$ cat config.mk
export PLATFORM = sky130hd
export DESIGN_NAME = csi_rx_top
export DESIGN_NICKNAME = d
export VERILOG_FILES = /design/src/logic/csi_rx_pkg.sv /design/src/logic/csi_header_ecc.sv /design/src/logic/csi_packet_parser.sv /design/src/logic/csi_rx_top.sv /design/src/logic/raw10_unpacker.sv /design/src/logic/video_sync_out.sv
export VERILOG_INCLUDE_DIRS = /design/src /design/src/logic
export SDC_FILE = /design/constraint.sdc
export NUM_CORES = 1
export LEC_CHECK = 0
export ABC_AREA = 1
export BUFFER_PORTS_ARGS = -buffer_cell sky130_fd_sc_hd__buf_2
export CAP_MARGIN = 20
export CORE_MARGIN = 2
export CORE_UTILIZATION = 60
export CTS_CLUSTER_SIZE = 8
export DETAILED_ROUTE_END_ITERATION = 8
export PLACE_DENSITY = 0.79
export SYNTH_ARGS = -nofsm -noshare
export SYNTH_HDL_FRONTEND = slang
export SYNTH_SLANG_ARGS = --single-unit
$ cat constraint.sdc
create_clock -name clk_byte_hs -period 3.5 [get_ports clk_byte_hs]
set_clock_uncertainty 0.05 [all_clocks]
set_input_delay 0.35 -clock clk_byte_hs [delete_from_list [all_inputs] [get_ports clk_byte_hs]]
set_output_delay 0.35 -clock clk_byte_hs [all_outputs]
set_load 0.03 [all_outputs]
$ cat src/logic/csi_rx_consts.svh
`ifndef CSI_RX_CONSTS_SVH
`define CSI_RX_CONSTS_SVH

// lane group geometry
`define CSI_NUM_LANES       4
`define CSI_BYTE_W          8

// raw10 packing, five bytes carry four pixels
`define CSI_PIX_W           10
`define CSI_PIX_PER_GROUP   4
`define CSI_BYTES_PER_GROUP 5

// data type codes
`define CSI_DT_FRAME_START  6'h00
`define CSI_DT_FRAME_END    6'h01
// long packets start here
`define CSI_DT_LONG_MIN     6'h10
`define CSI_DT_RAW10        6'h2B

// byte slots in the packet header word
`define CSI_HDR_DI_BYTE     0
`define CSI_HDR_WC_LO_BYTE  1
`define CSI_HDR_WC_HI_BYTE  2
`define CSI_HDR_ECC_BYTE    3

// crc trailer after a long packet payload
`define CSI_CRC_BYTES       2

`endif

$ cat src/logic/csi_rx_pkg.sv
`default_nettype none

`include "csi_rx_consts.svh"

package csi_rx_pkg;

    // one byte from one lane
    typedef logic [`CSI_BYTE_W-1:0] csi_byte_t;

    // all lanes together, lane 0 in the low byte and first in time
    typedef logic [`CSI_NUM_LANES*`CSI_BYTE_W-1:0] csi_word_t;

    // header fields
    typedef logic [5:0]  csi_dt_t;
    typedef logic [1:0]  csi_vc_t;
    typedef logic [15:0] csi_wc_t;
    typedef logic [7:0]  csi_ecc_t;

    // valid bytes in a payload word, 1 to 4
    typedef logic [2:0] byte_cnt_t;

    // one raw10 pixel
    typedef logic [`CSI_PIX_W-1:0] pix_t;

    // four pixels, pixel 0 in the low bits
    typedef logic [`CSI_PIX_PER_GROUP*`CSI_PIX_W-1:0] pix_group_t;

endpackage

`default_nettype wire

$ cat src/logic/csi_header_ecc.sv
`timescale 1ns/1ps
`default_nettype none

`include "csi_rx_consts.svh"

module csi_header_ecc (
    input  logic [3*`CSI_BYTE_W-1:0] hdr_i,
    input  csi_rx_pkg::csi_ecc_t     ecc_i,
    output logic                     ecc_ok_o
);
    import csi_rx_pkg::*;

    // header bits covered by each parity bit
    // bit 0 of the mask is d0, the lsb of the data id byte
    localparam logic [3*`CSI_BYTE_W-1:0] parity_mask [6] = '{
        24'hF12CB7,
        24'hF2555B,
        24'h749A6D,
        24'hB8E38E,
        24'hDF03F0,
        24'hEFFC00
    };

    // locally computed ecc byte
    csi_ecc_t ecc_calc;

    always_comb
    begin
        // p7 and p6 are always zero for a 24-bit header
        ecc_calc = '0;
        for (int i = 0; i < 6; i++)
        begin
            // even parity over the masked bits
            ecc_calc[i] = ^(hdr_i & parity_mask[i]);
        end
    end

    // any mismatch rejects the header, no single-bit repair
    assign ecc_ok_o = (ecc_calc == ecc_i);

endmodule

`default_nettype wire

$ cat src/logic/csi_packet_parser.sv
`timescale 1ns/1ps
`default_nettype none

`include "csi_rx_consts.svh"

module csi_packet_parser (
    input  logic                  clk_byte_hs,
    input  logic                  reset_n_i,
    input  csi_rx_pkg::csi_byte_t lane0_byte_i,
    input  csi_rx_pkg::csi_byte_t lane1_byte_i,
    input  csi_rx_pkg::csi_byte_t lane2_byte_i,
    input  csi_rx_pkg::csi_byte_t lane3_byte_i,
    input  logic                  word_stb_i,
    input  logic                  pkt_start_i,
    output logic                  pay_stb_o,
    output csi_rx_pkg::csi_word_t pay_word_o,
    output csi_rx_pkg::byte_cnt_t pay_cnt_o,
    output logic                  pay_last_o,
    output logic                  fs_stb_o,
    output logic                  fe_stb_o,
    output logic                  ecc_err_o
);
    import csi_rx_pkg::*;

    // lane bytes as an array, index = lane
    csi_byte_t   lane_byte [`CSI_NUM_LANES];
    csi_word_t   word;

    // header fields of the current word
    csi_dt_t     hdr_dt;
    csi_vc_t     hdr_vc;
    csi_wc_t     hdr_wc;
    csi_ecc_t    hdr_ecc;
    logic        hdr_ok;
    logic        hdr_stb;

    // bytes still owed by the open packet, payload plus crc
    logic [16:0] rem_cnt;
    logic [16:0] pay_left;
    logic [16:0] take_cnt;
    logic        in_pkt;
    // open packet carries raw10 pixels
    logic        raw10_q;

    // per-word payload view
    byte_cnt_t   word_pay_cnt;
    logic        word_pay_last;

    assign lane_byte[0] = lane0_byte_i;
    assign lane_byte[1] = lane1_byte_i;
    assign lane_byte[2] = lane2_byte_i;
    assign lane_byte[3] = lane3_byte_i;

    // lane 0 lands in the low byte
    assign word = {lane_byte[3], lane_byte[2], lane_byte[1], lane_byte[0]};

    // data id byte is vc in 7:6, dt in 5:0
    assign hdr_dt  = lane_byte[`CSI_HDR_DI_BYTE][5:0];
    assign hdr_vc  = lane_byte[`CSI_HDR_DI_BYTE][7:6];
    // word count, low byte first
    assign hdr_wc  = {lane_byte[`CSI_HDR_WC_HI_BYTE], lane_byte[`CSI_HDR_WC_LO_BYTE]};
    assign hdr_ecc = lane_byte[`CSI_HDR_ECC_BYTE];

    assign hdr_stb = word_stb_i & pkt_start_i;
    assign in_pkt  = (rem_cnt != '0);

    csi_header_ecc u_hdr_ecc (
        .hdr_i    ({hdr_wc, hdr_vc, hdr_dt}),
        .ecc_i    (hdr_ecc),
        .ecc_ok_o (hdr_ok)
    );

    always_comb
    begin
        // strip the crc tail to get the payload still to come
        if (rem_cnt > 17'(`CSI_CRC_BYTES))
        begin
            pay_left = rem_cnt - 17'(`CSI_CRC_BYTES);
        end
        else
        begin
            pay_left = '0;
        end

        // full word unless the payload ends inside it
        if (pay_left >= 17'(`CSI_NUM_LANES))
        begin
            word_pay_cnt = 3'(`CSI_NUM_LANES);
        end
        else
        begin
            word_pay_cnt = pay_left[2:0];
        end
        word_pay_last = (pay_left != '0) && (pay_left <= 17'(`CSI_NUM_LANES));

        // bytes this word removes from the packet
        if (rem_cnt >= 17'(`CSI_NUM_LANES))
        begin
            take_cnt = 17'(`CSI_NUM_LANES);
        end
        else
        begin
            take_cnt = rem_cnt;
        end
    end

    always_ff @(posedge clk_byte_hs or negedge reset_n_i)
    begin
        if (!reset_n_i)
        begin
            rem_cnt   <= '0;
            raw10_q   <= 1'b0;
            pay_stb_o <= 1'b0;
            fs_stb_o  <= 1'b0;
            fe_stb_o  <= 1'b0;
            ecc_err_o <= 1'b0;
        end
        else
        begin
            // single-cycle strobes
            pay_stb_o <= 1'b0;
            fs_stb_o  <= 1'b0;
            fe_stb_o  <= 1'b0;
            ecc_err_o <= 1'b0;

            if (hdr_stb)
            begin
                // a new header always closes whatever was open
                rem_cnt <= '0;
                if (!hdr_ok)
                begin
                    ecc_err_o <= 1'b1;
                end
                else if (hdr_dt >= `CSI_DT_LONG_MIN)
                begin
                    // long packet, count payload then crc
                    rem_cnt <= {1'b0, hdr_wc} + 17'(`CSI_CRC_BYTES);
                    raw10_q <= (hdr_dt == `CSI_DT_RAW10);
                end
                else
                begin
                    // short packet, only frame events matter here
                    fs_stb_o <= (hdr_dt == `CSI_DT_FRAME_START);
                    fe_stb_o <= (hdr_dt == `CSI_DT_FRAME_END);
                end
            end
            else if (word_stb_i && in_pkt)
            begin
                rem_cnt   <= rem_cnt - take_cnt;
                // other data types are counted through silently
                pay_stb_o <= raw10_q && (pay_left != '0);
            end
        end
    end

    // payload side, qualified by pay_stb_o
    always_ff @(posedge clk_byte_hs)
    begin
        if (word_stb_i)
        begin
            pay_word_o <= word;
            pay_cnt_o  <= word_pay_cnt;
            pay_last_o <= word_pay_last;
        end
    end

endmodule

`default_nettype wire

$ cat src/logic/csi_rx_top.sv
`timescale 1ns/1ps
`default_nettype none

module csi_rx_top (
    input  logic                   clk_byte_hs,
    input  logic                   reset_n_i,
    input  csi_rx_pkg::csi_byte_t  lane0_byte_i,
    input  csi_rx_pkg::csi_byte_t  lane1_byte_i,
    input  csi_rx_pkg::csi_byte_t  lane2_byte_i,
    input  csi_rx_pkg::csi_byte_t  lane3_byte_i,
    input  logic                   word_stb_i,
    input  logic                   pkt_start_i,
    output logic                   fv_o,
    output logic                   lv_o,
    output logic                   pix_valid_o,
    output csi_rx_pkg::pix_group_t pix_group_o,
    output logic                   ecc_err_o
);
    import csi_rx_pkg::*;

    // parser to unpacker
    logic       pay_stb;
    csi_word_t  pay_word;
    byte_cnt_t  pay_cnt;
    logic       pay_last;
    logic       pkt_fs_stb;
    logic       pkt_fe_stb;

    // unpacker to output stage
    logic       grp_stb;
    pix_group_t grp_pix;
    logic       grp_last;
    logic       grp_fs_stb;
    logic       grp_fe_stb;

    csi_packet_parser u_parser (
        .clk_byte_hs  (clk_byte_hs),
        .reset_n_i    (reset_n_i),
        .lane0_byte_i (lane0_byte_i),
        .lane1_byte_i (lane1_byte_i),
        .lane2_byte_i (lane2_byte_i),
        .lane3_byte_i (lane3_byte_i),
        .word_stb_i   (word_stb_i),
        .pkt_start_i  (pkt_start_i),
        .pay_stb_o    (pay_stb),
        .pay_word_o   (pay_word),
        .pay_cnt_o    (pay_cnt),
        .pay_last_o   (pay_last),
        .fs_stb_o     (pkt_fs_stb),
        .fe_stb_o     (pkt_fe_stb),
        .ecc_err_o    (ecc_err_o)
    );

    raw10_unpacker u_unpacker (
        .clk_byte_hs (clk_byte_hs),
        .reset_n_i   (reset_n_i),
        .pay_stb_i   (pay_stb),
        .pay_word_i  (pay_word),
        .pay_cnt_i   (pay_cnt),
        .pay_last_i  (pay_last),
        .fs_stb_i    (pkt_fs_stb),
        .fe_stb_i    (pkt_fe_stb),
        .grp_stb_o   (grp_stb),
        .grp_pix_o   (grp_pix),
        .grp_last_o  (grp_last),
        .fs_stb_o    (grp_fs_stb),
        .fe_stb_o    (grp_fe_stb)
    );

    video_sync_out u_sync_out (
        .clk_byte_hs (clk_byte_hs),
        .reset_n_i   (reset_n_i),
        .grp_stb_i   (grp_stb),
        .grp_pix_i   (grp_pix),
        .grp_last_i  (grp_last),
        .fs_stb_i    (grp_fs_stb),
        .fe_stb_i    (grp_fe_stb),
        .fv_o        (fv_o),
        .lv_o        (lv_o),
        .pix_valid_o (pix_valid_o),
        .pix_group_o (pix_group_o)
    );

endmodule

`default_nettype wire

$ cat src/logic/raw10_unpacker.sv
`timescale 1ns/1ps
`default_nettype none

`include "csi_rx_consts.svh"

module raw10_unpacker (
    input  logic                   clk_byte_hs,
    input  logic                   reset_n_i,
    input  logic                   pay_stb_i,
    input  csi_rx_pkg::csi_word_t  pay_word_i,
    input  csi_rx_pkg::byte_cnt_t  pay_cnt_i,
    input  logic                   pay_last_i,
    input  logic                   fs_stb_i,
    input  logic                   fe_stb_i,
    output logic                   grp_stb_o,
    output csi_rx_pkg::pix_group_t grp_pix_o,
    output logic                   grp_last_o,
    output logic                   fs_stb_o,
    output logic                   fe_stb_o
);
    import csi_rx_pkg::*;

    // at most 4 held plus one 4-byte word
    localparam int acc_depth = 2 * `CSI_NUM_LANES;

    // byte accumulator, byte 0 is the oldest
    csi_byte_t  acc_q    [acc_depth];
    csi_byte_t  acc_fill [acc_depth];
    csi_byte_t  acc_next [acc_depth];
    logic [3:0] fill_q;
    logic [3:0] fill_sum;
    logic [3:0] fill_next;
    logic       grp_done;
    pix_group_t grp_pix;

    always_comb
    begin
        // append the new word behind the held bytes
        acc_fill = acc_q;
        for (int i = 0; i < `CSI_NUM_LANES; i++)
        begin
            if (pay_stb_i && (i < int'(pay_cnt_i)))
            begin
                acc_fill[int'(fill_q) + i] = pay_word_i[i*`CSI_BYTE_W +: `CSI_BYTE_W];
            end
        end

        fill_sum = fill_q + {1'b0, pay_cnt_i};
        grp_done = pay_stb_i && (fill_sum >= 4'(`CSI_BYTES_PER_GROUP));

        // drop one group worth of bytes from the front
        for (int j = 0; j < acc_depth; j++)
        begin
            if (j < acc_depth - `CSI_BYTES_PER_GROUP)
            begin
                acc_next[j] = acc_fill[j + `CSI_BYTES_PER_GROUP];
            end
            else
            begin
                acc_next[j] = acc_fill[j];
            end
        end

        // msbs from bytes 0..3, lsb pairs packed in byte 4
        for (int k = 0; k < `CSI_PIX_PER_GROUP; k++)
        begin
            grp_pix[k*`CSI_PIX_W +: `CSI_PIX_W] =
                {acc_fill[k], acc_fill[`CSI_BYTES_PER_GROUP-1][2*k +: 2]};
        end

        // leftovers at packet end are thrown away
        if (!pay_stb_i)
            fill_next = fill_q;
        else if (pay_last_i)
            fill_next = '0;
        else if (grp_done)
            fill_next = fill_sum - 4'(`CSI_BYTES_PER_GROUP);
        else
            fill_next = fill_sum;
    end

    always_ff @(posedge clk_byte_hs or negedge reset_n_i)
    begin
        if (!reset_n_i)
        begin
            fill_q    <= '0;
            grp_stb_o <= 1'b0;
            fs_stb_o  <= 1'b0;
            fe_stb_o  <= 1'b0;
        end
        else
        begin
            fill_q    <= fill_next;
            grp_stb_o <= grp_done;
            // one cycle delay keeps frame events behind the groups
            fs_stb_o  <= fs_stb_i;
            fe_stb_o  <= fe_stb_i;
        end
    end

    always_ff @(posedge clk_byte_hs)
    begin
        if (grp_done)
            acc_q <= acc_next;
        else
            acc_q <= acc_fill;
        if (grp_done)
        begin
            grp_pix_o  <= grp_pix;
            // the group built in the last word cycle closes the line
            grp_last_o <= pay_last_i;
        end
    end

endmodule

`default_nettype wire

$ cat src/logic/video_sync_out.sv
`timescale 1ns/1ps
`default_nettype none

module video_sync_out (
    input  logic                   clk_byte_hs,
    input  logic                   reset_n_i,
    input  logic                   grp_stb_i,
    input  csi_rx_pkg::pix_group_t grp_pix_i,
    input  logic                   grp_last_i,
    input  logic                   fs_stb_i,
    input  logic                   fe_stb_i,
    output logic                   fv_o,
    output logic                   lv_o,
    output logic                   pix_valid_o,
    output csi_rx_pkg::pix_group_t pix_group_o
);

    // last group of the line went out last cycle
    logic line_end_q;

    always_ff @(posedge clk_byte_hs or negedge reset_n_i)
    begin
        if (!reset_n_i)
        begin
            fv_o        <= 1'b0;
            lv_o        <= 1'b0;
            pix_valid_o <= 1'b0;
            line_end_q  <= 1'b0;
        end
        else
        begin
            pix_valid_o <= grp_stb_i;
            line_end_q  <= grp_stb_i & grp_last_i;

            // frame valid spans frame start to frame end
            if (fs_stb_i)
                fv_o <= 1'b1;
            else if (fe_stb_i)
                fv_o <= 1'b0;

            // line valid opens with the first group
            // and closes one cycle after the last one
            if (grp_stb_i)
                lv_o <= 1'b1;
            else if (line_end_q)
                lv_o <= 1'b0;
        end
    end

    // pixel data, qualified by pix_valid_o
    always_ff @(posedge clk_byte_hs)
    begin
        if (grp_stb_i)
        begin
            pix_group_o <= grp_pix_i;
        end
    end

endmodule

`default_nettype wire

* Word level (Yosys, flattened, before mapping)
Cells that the tools add are included.
** Word-level totals
- Bits in registers :: 214
- Memories :: 0
- Memory bits (read-only) :: 0
- Logic and storage cells :: 127
- Input bits :: 36
- Bits in latches :: 0
- Bits in writable memories :: 0
- Output and inout bits :: 44
** Operators by class
- Bitwise operators :: 6
- Muxes and demuxes :: 39
- Multiply operators :: 0
- Shifts and indexed selects :: 0
- Add/subtract/negate cells :: 8
- Reductions and logical operators :: 25
- Magnitude comparators :: 18
- Divide/modulo/power cells :: 0
- Equal/unequal tests :: 3
** Operators with widths (number)
- 64-bit two-way mux :: 5
- 64-bit bitwise mux :: 4
- 24-bit parity :: 6
- 32-bit by 4-bit greater-or-equal comparator with 1-bit output (second input constant) :: 4
- 32-bit by 1-bit < comparator with 1-bit output (second input constant) :: 4
- 17-bit two-way mux :: 6
- 8-bit demux with 3-bit select :: 4
- 32-bit NOT :: 3
- 17-bit by 3-bit greater-or-equal comparator with 1-bit output (second input constant) :: 2
- 17-bit nonzero test :: 2
- 8-bit two-way mux :: 4
- 4-bit NOT with 32-bit output :: 1
- 16-bit by 2-bit adder with 17-bit output (second input constant) :: 1
- 17-bit by 2-bit > comparator with 1-bit output (second input constant) :: 1
- 17-bit by 3-bit less-or-equal comparator with 1-bit output (second input constant) :: 1
- 17-bit subtractor :: 1
- 17-bit by 2-bit subtractor with 17-bit output (second input constant) :: 1
- 1-bit two-way mux :: 14
- 1-bit logical AND :: 12
- 4-bit by 2-bit adder with 5-bit output (second input constant) :: 2
- 6-bit by 8-bit == test with 1-bit output :: 1
- 4-bit two-way mux :: 2
- 6-bit by 1-bit == test with 1-bit output (second input constant) :: 1
- 6-bit == test (second input constant) :: 1
- 11 further kinds :: 16

* Longest topological paths before layout
Gate-level depths: netlist of the first run.
- Word-level depth :: 14
- Mapped depth :: 20
- Gate-level depth less buffers :: 19

* Cells and area by module
A second synthesis of the first run with hierarchy kept.
** Unflattened totals
- Cells, all modules :: 1891
- Area, all modules :: 13651.8 um^2
** By module, submodules not included
- raw10_unpacker :: instances 1, cells an instance 1149, sequential area each 2687.6 um^2, area each 7698.6 um^2
- csi_packet_parser :: instances 1, cells an instance 386, sequential area each 1631.6 um^2, area each 3306.9 um^2
- video_sync_out :: instances 1, cells an instance 54, sequential area each 1301.2 um^2, area each 1338.8 um^2
- csi_header_ecc :: instances 1, cells an instance 302, sequential area each 0.0 um^2, area each 1307.5 um^2

* Worst setup path after synthesis of the first run
Ideal clock, no wire load.
- Kind :: register to register
- From :: reg u_parser.pay_cnt_o[0]
- To :: reg u_unpacker.grp_last_o, enable pin
- Path buffers :: 1
- Period minus slack after synthesis :: 2892 ps
- Arrival :: 2459 ps
- Path slack :: 608 ps
- Library setup time :: 383 ps
- Data required time :: 3067 ps
- Cell stages (with the launch flop) :: 11
- Cells stage by stage :: edfxtp_1 > ha_1 > fa_1 > inv_1 > ha_1 > inv_1 > o21ai_0 > nand2_1 > nand2_1 > inv_1 > buf_2
** On the way
- Cells in the longest elaborated chain, start to end :: 3
** RTL lines
- start: declaration :: RTL line csi_packet_parser.sv:17 : output csi_rx_pkg::byte_cnt_t pay_cnt_o,
- start signal: assignment :: RTL line csi_packet_parser.sv:162 : pay_cnt_o <= word_pay_cnt;
- 4-bit by 3-bit adder with 4-bit output :: RTL line raw10_unpacker.sv:48 : fill_sum = fill_q + {1'b0, pay_cnt_i};
- 4-bit by 3-bit greater-or-equal comparator with 1-bit output :: RTL line raw10_unpacker.sv:49 : grp_done = pay_stb_i && (fill_sum >= 4'(`CSI_BYTES_PER_GROUP));
- 1-bit logical AND :: RTL line raw10_unpacker.sv:49
- named net u_unpacker.grp_done :: RTL line raw10_unpacker.sv:33 : logic grp_done;
- end signal: assignment :: RTL line raw10_unpacker.sv:111 : grp_last_o <= pay_last_i;
- end: declaration :: RTL line raw10_unpacker.sv:17 : output logic grp_last_o,
The timed path passes the listed nets, and every way through them passes these cells.
A chain may end at the register's enable or synchronous reset.

* Final worst setup path of the first run
- From :: reg u_unpacker.fill_q[0]
- To :: reg u_unpacker.fill_q[2]
** On the way
- Cells in the longest elaborated chain, start to end :: 5
- Elaborated cells between the ends (all ways) :: 6
- Those cells by class :: add/sub (2); order compare (1); mux (2); reduce/logical (1)
** RTL lines
- start: declaration :: RTL line raw10_unpacker.sv:30 : logic [3:0] fill_q;
- start signal: assignment :: RTL line raw10_unpacker.sv:93 : fill_q <= fill_next;
- 4-bit by 3-bit adder with 4-bit output * :: RTL line raw10_unpacker.sv:48
- 4-bit by 3-bit greater-or-equal comparator with 1-bit output :: RTL line raw10_unpacker.sv:49
- 1-bit logical AND :: RTL line raw10_unpacker.sv:49
- 4-bit two-way mux * :: RTL line raw10_unpacker.sv:76 : else if (grp_done)
- 4-bit two-way mux * :: RTL line raw10_unpacker.sv:74 : else if (pay_last_i)
Every way passes the cells marked *; elsewhere a longest branch is shown, timed or not.

==> flow_metrics.env, run 1 <==
export IMPL_post_route_cells_drive_above_1_share=0.157
export IMPL_synth_warnings=0
export IMPL_placement_io_buffers=79
export IMPL_initial_core_util=0.614
export IMPL_finalCritPeriodShare=0.852
export IMPL_min_period_ps=2980
export IMPL_regToRegSetupSlack_ps=520
export IMPL_final_slew_violations=0
export IMPL_status="finished, final reports clean"
export IMPL_syn_avg_cell_area_um2=8.24
export IMPL_cts_tree="yes"
export IMPL_design_die_area_um2=22000
export IMPL_grt_max_degree=71
export IMPL_io_pin_count=80
export IMPL_total_leakage_power_nw=6.00
export IMPL_preCtsSetupSlack_ps=629
export IMPL_synthTopCellsByCount="sky130_fd_sc_hd__nand2_1 (372), sky130_fd_sc_hd__inv_1 (156), sky130_fd_sc_hd__nor2_1 (141), sky130_fd_sc_hd__edfxtp_1 (117), sky130_fd_sc_hd__nand3_1 (82)"
export IMPL_vdd_ir_drop_worst_mv=0.352
export IMPL_cp_cell_sequence="ha_1, fa_1, inv_1, ha_1, inv_1, o21ai_0, nand2_1, nand2_1, buf_4, nor3_1, o32ai_1"
export IMPL_clock_sinks=214
export IMPL_hpwlAfterDp_um=26500
export IMPL_h_tree_level_count=1
export IMPL_antenna_found_initial=1
export IMPL_worst_pin_slew_ps=1000
export IMPL_cts_resized=0
export IMPL_ys_seq_area_frac=0.449
export IMPL_rsz0062_at_grt="no"
export IMPL_drtIter0Drc=972
export IMPL_slew_headroom=0.330
export IMPL_cp_data_arrival_time_ps=3380
export IMPL_synth_flop_cell="sky130_fd_sc_hd__edfxtp_1"
export IMPL_drc=0
export IMPL_globalRouteTotalUtil=0.333
export IMPL_synth_async_sr_flop_share=0.154
export IMPL_worst_r2r_endpoint="u_unpacker.fill_q[2]$_DFFE_PN0P_"
export IMPL_hold_violations=0
export IMPL_cts_max_path_buffers=3
export IMPL_grt_pass1_wl_um=56800
export IMPL_final_worst_hold_slack_ps=13.9
export IMPL_timing_setup_tns_ps=0
export IMPL_synthDominantCellAreaShare=0.281
export IMPL_drtAntennaViolNets=0
export IMPL_achievable_frequency_mhz=335
export IMPL_worst_ep_required_time_ps=3890
export IMPL_hold_path_class="input port to register"
export IMPL_nFillCells=1633
export IMPL_via_count_of_the_first_global_routing_pass=10416
export IMPL_multiInputGateArea_um2=5890
export IMPL_layout_nets=1679
export IMPL_synth_area_um2=12500
export IMPL_final_cells=1904
export IMPL_cp_buffers_inverters=3
export IMPL_timing_worst_setup_path_type="register to register"
export IMPL_detail_route_wl_per_cell_um=19.1
export IMPL_synth_area_leader_cell="sky130_fd_sc_hd__edfxtp_1"
export IMPL_post_cts_setup_buffers=0
export IMPL_post_place_cells=1835
export IMPL_yosys_top_cells_area="sky130_fd_sc_hd__edfxtp_1 (28%), sky130_fd_sc_hd__nand2_1 (11%), sky130_fd_sc_hd__dfxtp_1 (10%), sky130_fd_sc_hd__dfrtp_1 (6.6%), sky130_fd_sc_hd__inv_1 (4.7%)"
export IMPL_avgViaCountPerCell=5.84
export IMPL_critPathMaxStageDelay_ps=600
export IMPL_post_route_worst_setup_slack_ps=516
export IMPL_dieHeight_um=148
export IMPL_route_final_wire_length_um=36400
export IMPL_final_setup_vio_count=0
export IMPL_drt_pass1_iter_count=5
export IMPL_route_vias_total=11112
export IMPL_synth_most_common_cell="sky130_fd_sc_hd__nand2_1"
export IMPL_clock_insertion_delay_worst_skew_ps=550
export IMPL_cts_root_cell="sky130_fd_sc_hd__clkbuf_16"
export IMPL_critical_path_reg2reg_startpoint="u_unpacker.fill_q[0]$_DFFE_PN0P_"
export IMPL_ys_types=55
export IMPL_worstPathMaxFanout=20
export IMPL_critical_path_cell_count=11
export IMPL_flip_flop_and_latch_count_after_synthesis=214
export IMPL_seqCellArea_um2=5620
export IMPL_cellPowerDensity_nw_per_um2=463
export IMPL_maxCapViolCount=0
export IMPL_ctsHoldBuffers=13
export IMPL_cts_buffers_inserted=30
export IMPL_diodes=0
export IMPL_worst_hold_end="u_parser.pay_word_o[1]$_DFFE_PP_"
export IMPL_cp_end_kind="register"
export IMPL_synth_enable_flop_cells=117
export IMPL_post_synth_inst_count=1518
export IMPL_core_rowCount=52
export IMPL_timing_critical_path_slowest_stage_cell="sky130_fd_sc_hd__dfrtp_1"
export IMPL_syn2layout_area_growth_pct=12.6
export IMPL_clk_pin_slew_ps=50
export IMPL_overflow=0
export IMPL_cpLargestDelayFamily="adder cells"
export IMPL_syn_nets=1587
export IMPL_worst_setup_sp_type="register"
export IMPL_min_delay_start="lane0_byte_i[1]"
export IMPL_coreArea_um2=20400
export IMPL_gpl_final_weighted_congestion=1.00
export IMPL_hold_path_depth=1
export IMPL_dieWidth_um=148
export IMPL_ff2ff_path_depth=11
power breakdown:
part	total (mW)	switching, mW	internal, mW	leakage [nW]
clock network	2.71	1.08	1.63	0.417
registers	2.89	0.155	2.73	1.90
logic	0.929	0.633	0.296	3.69
total	6.53	1.87	4.66	6.00
state kept, by name, summed over array words and instances (netlist names), 3 cells and up:
register and count:
u_unpacker.fill_q 4, u_parser.rem_cnt 17, u_parser.pay_cnt_o 3, u_unpacker.acc_q 64
u_unpacker.grp_pix_o 40, u_sync_out.pix_group_o 40, u_parser.pay_word_o 32
placed cells by master, fill, tap and decap left out, drive strengths merged, types with 32 or more instances in the layout:
master,netlist,routed
o21ai,118,118
nand2,390,390
edfxtp,117,117
dfrtp,33,33
a21oi,61,61
ha,32,32
nand3,87,87
inv,186,186
nor2,170,170
clkbuf,9,55
dfxtp,64,64
o211ai,47,47
buf,38,94
stage by stage:
stage                     utilization  area [um^2]  power, mW
after floorplan                     -        12500       3.52
after global placement          0.642        13100       3.81
after detailed placement        0.642        13100       3.82
after CTS                       0.692        14100       6.52
after global routing            0.692        14100       6.77
final                           0.692        14100       6.53
worst max-delay path by stage:
stage / end / from / slack [ps]
CTS: u_unpacker.fill_q[2]$_DFFE_PN0P_ / u_unpacker.fill_q[0]$_DFFE_PN0P_ / 580
global route: u_unpacker.fill_q[2]$_DFFE_PN0P_ / u_unpacker.fill_q[0]$_DFFE_PN0P_ / 360
global placement: u_unpacker.grp_pix_o[15]$_DFFE_PP_ / u_unpacker.fill_q[0]$_DFFE_PN0P_ / 690
detailed placement: u_unpacker.fill_q[2]$_DFFE_PN0P_ / u_unpacker.fill_q[0]$_DFFE_PN0P_ / 630
floorplan: u_unpacker.grp_last_o$_DFFE_PP_ / u_parser.pay_cnt_o[0]$_SDFFCE_PP0P_ / 610
finish: u_unpacker.fill_q[2]$_DFFE_PN0P_ / u_unpacker.fill_q[0]$_DFFE_PN0P_ / 520
worst reg2reg max path, delay by kind of cell (launching register included):
kind                       cells  cell delay [ps]
buffers and inverters          3              470
DFF                            1              600
and+or+nand+nor                3              360
AOI/OAI and AO/OA              2              490
adders and majority gates      3              920
cells by family after synthesis:
family | Yosys count | share of synthesized area
compound gates | 306 | 0.159
xor+xnor | 40 | 0.0286
fa+ha+maj | 33 | 0.0336
buf+inv | 234 | 0.0797
flops | 214 | 0.449
other cells | 1 | 0.000300
simple gates | 690 | 0.249
metal layers:
metal	part of all wire	track usage
met2	0.47	0.552
met5	0	0
met3	0.088	0.0454
met1	0.40	0.445
met4	0.040	0.130
cell type report:
type	count	area share
clock inverter	1	0.00213
timing repair buffer	107	0.0462
inverter	187	0.0500
tap	270	0.0240
multi-input combinational	1070	0.418
sequential	214	0.399
clock buffer	55	0.0607
Power figures use the tool's default switching activity.
==> run 2, diff against run 1 <==
- SYNTH_HIERARCHICAL: unset -> 1
==> run 2 against run 1 <==
Effect of this change: via count is 21% higher; register-to-register slack worse by 230 ps; clock power about the same; global-route usage up 1.2 points; hold slack improved by 9.5 ps; power is 2.0% lower; fmax is 7.1% lower; sequential power is essentially flat; sequential share of layout area is 3.0 points lower; critical path depth shrank 2; worst setup slack lost 230 ps; die area rose by 8.9%; critical path type unchanged; critical endpoint is now u_unpacker/grp_pix_o[32]$_DFFE_PP_; largest power group unchanged.
==> flow_metrics.env, run 2 <==
export IMPL_status="finished, final reports clean"
export IMPL_cp_cell_sequence="clkinv_1, ha_1, inv_2, nor2_4, nand2_1, inv_1, nand2_1, nand3_1, a21oi_1"
export IMPL_achievable_frequency_mhz=311
export IMPL_maxCapViolCount=0
export IMPL_slew_headroom=0.384
export IMPL_p_clk_frac=0.419
export IMPL_vdd_ir_drop_worst_mv=0.320
export IMPL_syn_avg_cell_area_um2=7.22
export IMPL_drt_pass1_iter_count=6
export IMPL_ys_types=49
export IMPL_final_slew_violations=0
export IMPL_synthesized_area_fraction_occupied_by_ao_oa_aoi_and_oai_cells=0.0690
export IMPL_final_setup_vio_count=0
export IMPL_grt_max_degree=44
export IMPL_ys_seq_area_frac=0.412
export IMPL_cts_root_cell="sky130_fd_sc_hd__clkbuf_16"
export IMPL_cts_resized=0
export IMPL_cts_tree="yes"
export IMPL_sequential_power_share=0.454
export IMPL_route_vias_total=13466
export IMPL_clock_sinks=214
export IMPL_timing_worst_setup_path_type="register to register"
export IMPL_core_rowCount=55
export IMPL_synth_most_common_cell="sky130_fd_sc_hd__nand2_1"
export IMPL_worst_ep_required_time_ps=3730
export IMPL_h_tree_level_count=1
export IMPL_hold_violations=0
export IMPL_io_pin_count=80
export IMPL_drtAntennaViolNets=0
export IMPL_final_cell_mix="sky130_fd_sc_hd__nand2_1 (602), sky130_fd_sc_hd__nand3_1 (319), sky130_fd_sc_hd__inv_1 (220)"
export IMPL_syn_nets=1944
export IMPL_dieWidth_um=155
export IMPL_synthDominantCellAreaShare=0.257
export IMPL_dieHeight_um=155
export IMPL_synthTopCellsByCount="sky130_fd_sc_hd__nand2_1 (602), sky130_fd_sc_hd__nand3_1 (319), sky130_fd_sc_hd__inv_1 (220), sky130_fd_sc_hd__edfxtp_1 (117), sky130_fd_sc_hd__nor2_1 (88)"
export IMPL_cpLargestDelayFamily="buffers and inverters"
export IMPL_synth_flop_cell="sky130_fd_sc_hd__edfxtp_1"
export IMPL_total_leakage_power_nw=7.16
export IMPL_commonest_non_fill_non_tap_cell_in_the_layout="sky130_fd_sc_hd__nand2_1"
export IMPL_route_final_wire_length_um=41600
export IMPL_initial_core_util=0.607
export IMPL_comb_power_share=0.127
export IMPL_overflow=0
export IMPL_synthSimpleGateAreaFrac=0.398
export IMPL_synth_warnings=6
export IMPL_design_die_area_um2=24000
export IMPL_synth_enable_flop_cells=117
export IMPL_critPathMaxStageDelay_ps=660
export IMPL_internal_power_mw=4.63
export IMPL_detail_route_wl_per_cell_um=18.3
export IMPL_cp_buffers_inverters=3
export IMPL_hpwlAfterDp_um=29400
export IMPL_clk_pin_slew_ps=60
export IMPL_clock_insertion_delay_worst_skew_ps=540
export IMPL_timing_setup_tns_ps=0
export IMPL_flip_flop_and_latch_count_after_synthesis=214
export IMPL_power_mw=6.40
export IMPL_largest_family_of_logic_cells_by_synthesized_area="simple AND/OR/NAND/NOR gates"
export IMPL_worst_path_most_repeated_cell="sky130_fd_sc_hd__nand2_1"
export IMPL_antenna_found_initial=1
export IMPL_cp_data_arrival_time_ps=3440
export IMPL_cts_buffers_inserted=30
export IMPL_finalCritPeriodShare=0.918
export IMPL_hold_path_class="input port to register"
export IMPL_top_regs="u_unpacker/acc_q (64), u_sync_out/pix_group_o (40), u_unpacker/grp_pix_o (40)"
export IMPL_ctsHoldBuffers=8
export IMPL_syn2layout_area_growth_pct=11.7
export IMPL_layout_nets=2025
export IMPL_placement_io_buffers=79
export IMPL_worstPathMaxFanout=13
export IMPL_post_cts_setup_buffers=0
export IMPL_max_flop_register="u_unpacker/acc_q"
export IMPL_globalRouteTotalUtil=0.344
export IMPL_synthMuxAreaShare=0
export IMPL_power_share_switching=0.277
export IMPL_synthXorXnorAreaFrac=0.0128
export IMPL_rsz0062_at_grt="no"
export IMPL_worst_pin_slew_ps=924
export IMPL_drc=0
export IMPL_via_count_of_the_first_global_routing_pass=12603
export IMPL_synth_area_leader_cell="sky130_fd_sc_hd__edfxtp_1"
export IMPL_cellPowerDensity_nw_per_um2=420
export IMPL_synth_async_sr_flop_share=0.154
export IMPL_cp_end_kind="register"
export IMPL_gpl_final_weighted_congestion=0.993
export IMPL_net_switching_component_of_the_power_mw=1.77
export IMPL_post_route_cells_drive_above_1_share=0.122
export IMPL_timing_critical_path_slowest_stage_cell="sky130_fd_sc_hd__dfrtp_1"
export IMPL_cts_max_path_buffers=3
export IMPL_worst_setup_sp_type="register"
export IMPL_min_period_ps=3210
export IMPL_coreArea_um2=22500
export IMPL_max_ffs_per_register=64
export IMPL_synth_area_um2=13700
export IMPL_grt_pass1_wl_um=64800
export IMPL_post_synth_inst_count=1891
export IMPL_avgViaCountPerCell=5.90
export IMPL_yosys_top_cells_area="sky130_fd_sc_hd__edfxtp_1 (26%), sky130_fd_sc_hd__nand2_1 (17%), sky130_fd_sc_hd__nand3_1 (12%), sky130_fd_sc_hd__dfxtp_1 (9.4%), sky130_fd_sc_hd__dfrtp_1 (6.0%)"
export IMPL_drtIter0Drc=1402
export IMPL_area_share_of_fa_ha_maj_cells_after_synthesis=0.0161
[run 2: stage by stage]
step	utilization	hold slack, ps	instance area (um^2)	std cells	worst slack [ps]
CTS	0.677	6.29	15200	2280	372
finish	0.677	23.5	15200	2281	287
global placement	0.635	284	14300	2217	453
floorplan	-	4.41	13700	1891	758
global route	0.677	12.9	15200	2280	78.3
detailed placement	0.635	286	14300	2217	390
[run 2: layout make-up]
| cell class | count | area (um^2) |
|---|---|---|
| flip-flops and latches | 214 | 5620 |
| diodes | 1 | 2.50 |
| fillers | 1941 | 7260 |
| multi-input cells | 1368 | 6790 |
| inverters | 250 | 941 |
| well taps | 285 | 357 |
| repair buffers | 108 | 658 |
| clock buffers | 55 | 876 |
[run 2: path summary, 6_finish.rpt]
path	start	to	slack [ps]	cells past startpoint
min in group asynchronous	reset_n_i	u_parser/rem_cnt[9]$_DFFE_PN0P_	410	2
setup reg to reg	u_unpacker/fill_q[0]$_DFFE_PN0P_	u_unpacker/grp_pix_o[32]$_DFFE_PP_	290	9
hold / removal	lane1_byte_i[0]	u_parser/pay_word_o[8]$_DFFE_PP_	20	1
hold reg to reg	u_parser/fe_stb_o$_DFF_PN0_	u_unpacker/fe_stb_o$_DFF_PN0_	300	0
setup / recovery	u_unpacker/fill_q[0]$_DFFE_PN0P_	u_unpacker/grp_pix_o[32]$_DFFE_PP_	290	9
max in group asynchronous	reset_n_i	u_unpacker/grp_stb_o$_DFF_PN0_	2400	2
[run 2: kinds of logic after synthesis]
family	count (synthesis)
simple gates	1178
compound gates	152
buf+inv	309
other cells	1
flops	214
fa+ha+maj	17
xor+xnor	20
[run 2: routing by layer]
metal	part of all wire	track usage	routed length (um)
met1	0.39	0.436	16200
met3	0.11	0.0771	4690
met4	0.052	0.189	2190
met2	0.45	0.551	18600
met5	0	0	0
[run 2: power by group through the flow]
stage,sequential (mW),combinational [mW],clock (mW)
after floorplan,2.84,0.592,0
after global placement,2.94,0.762,0
after detailed placement,2.94,0.781,0
after CTS,2.90,0.792,2.71
after global routing,2.91,0.897,2.82
final,2.91,0.811,2.68
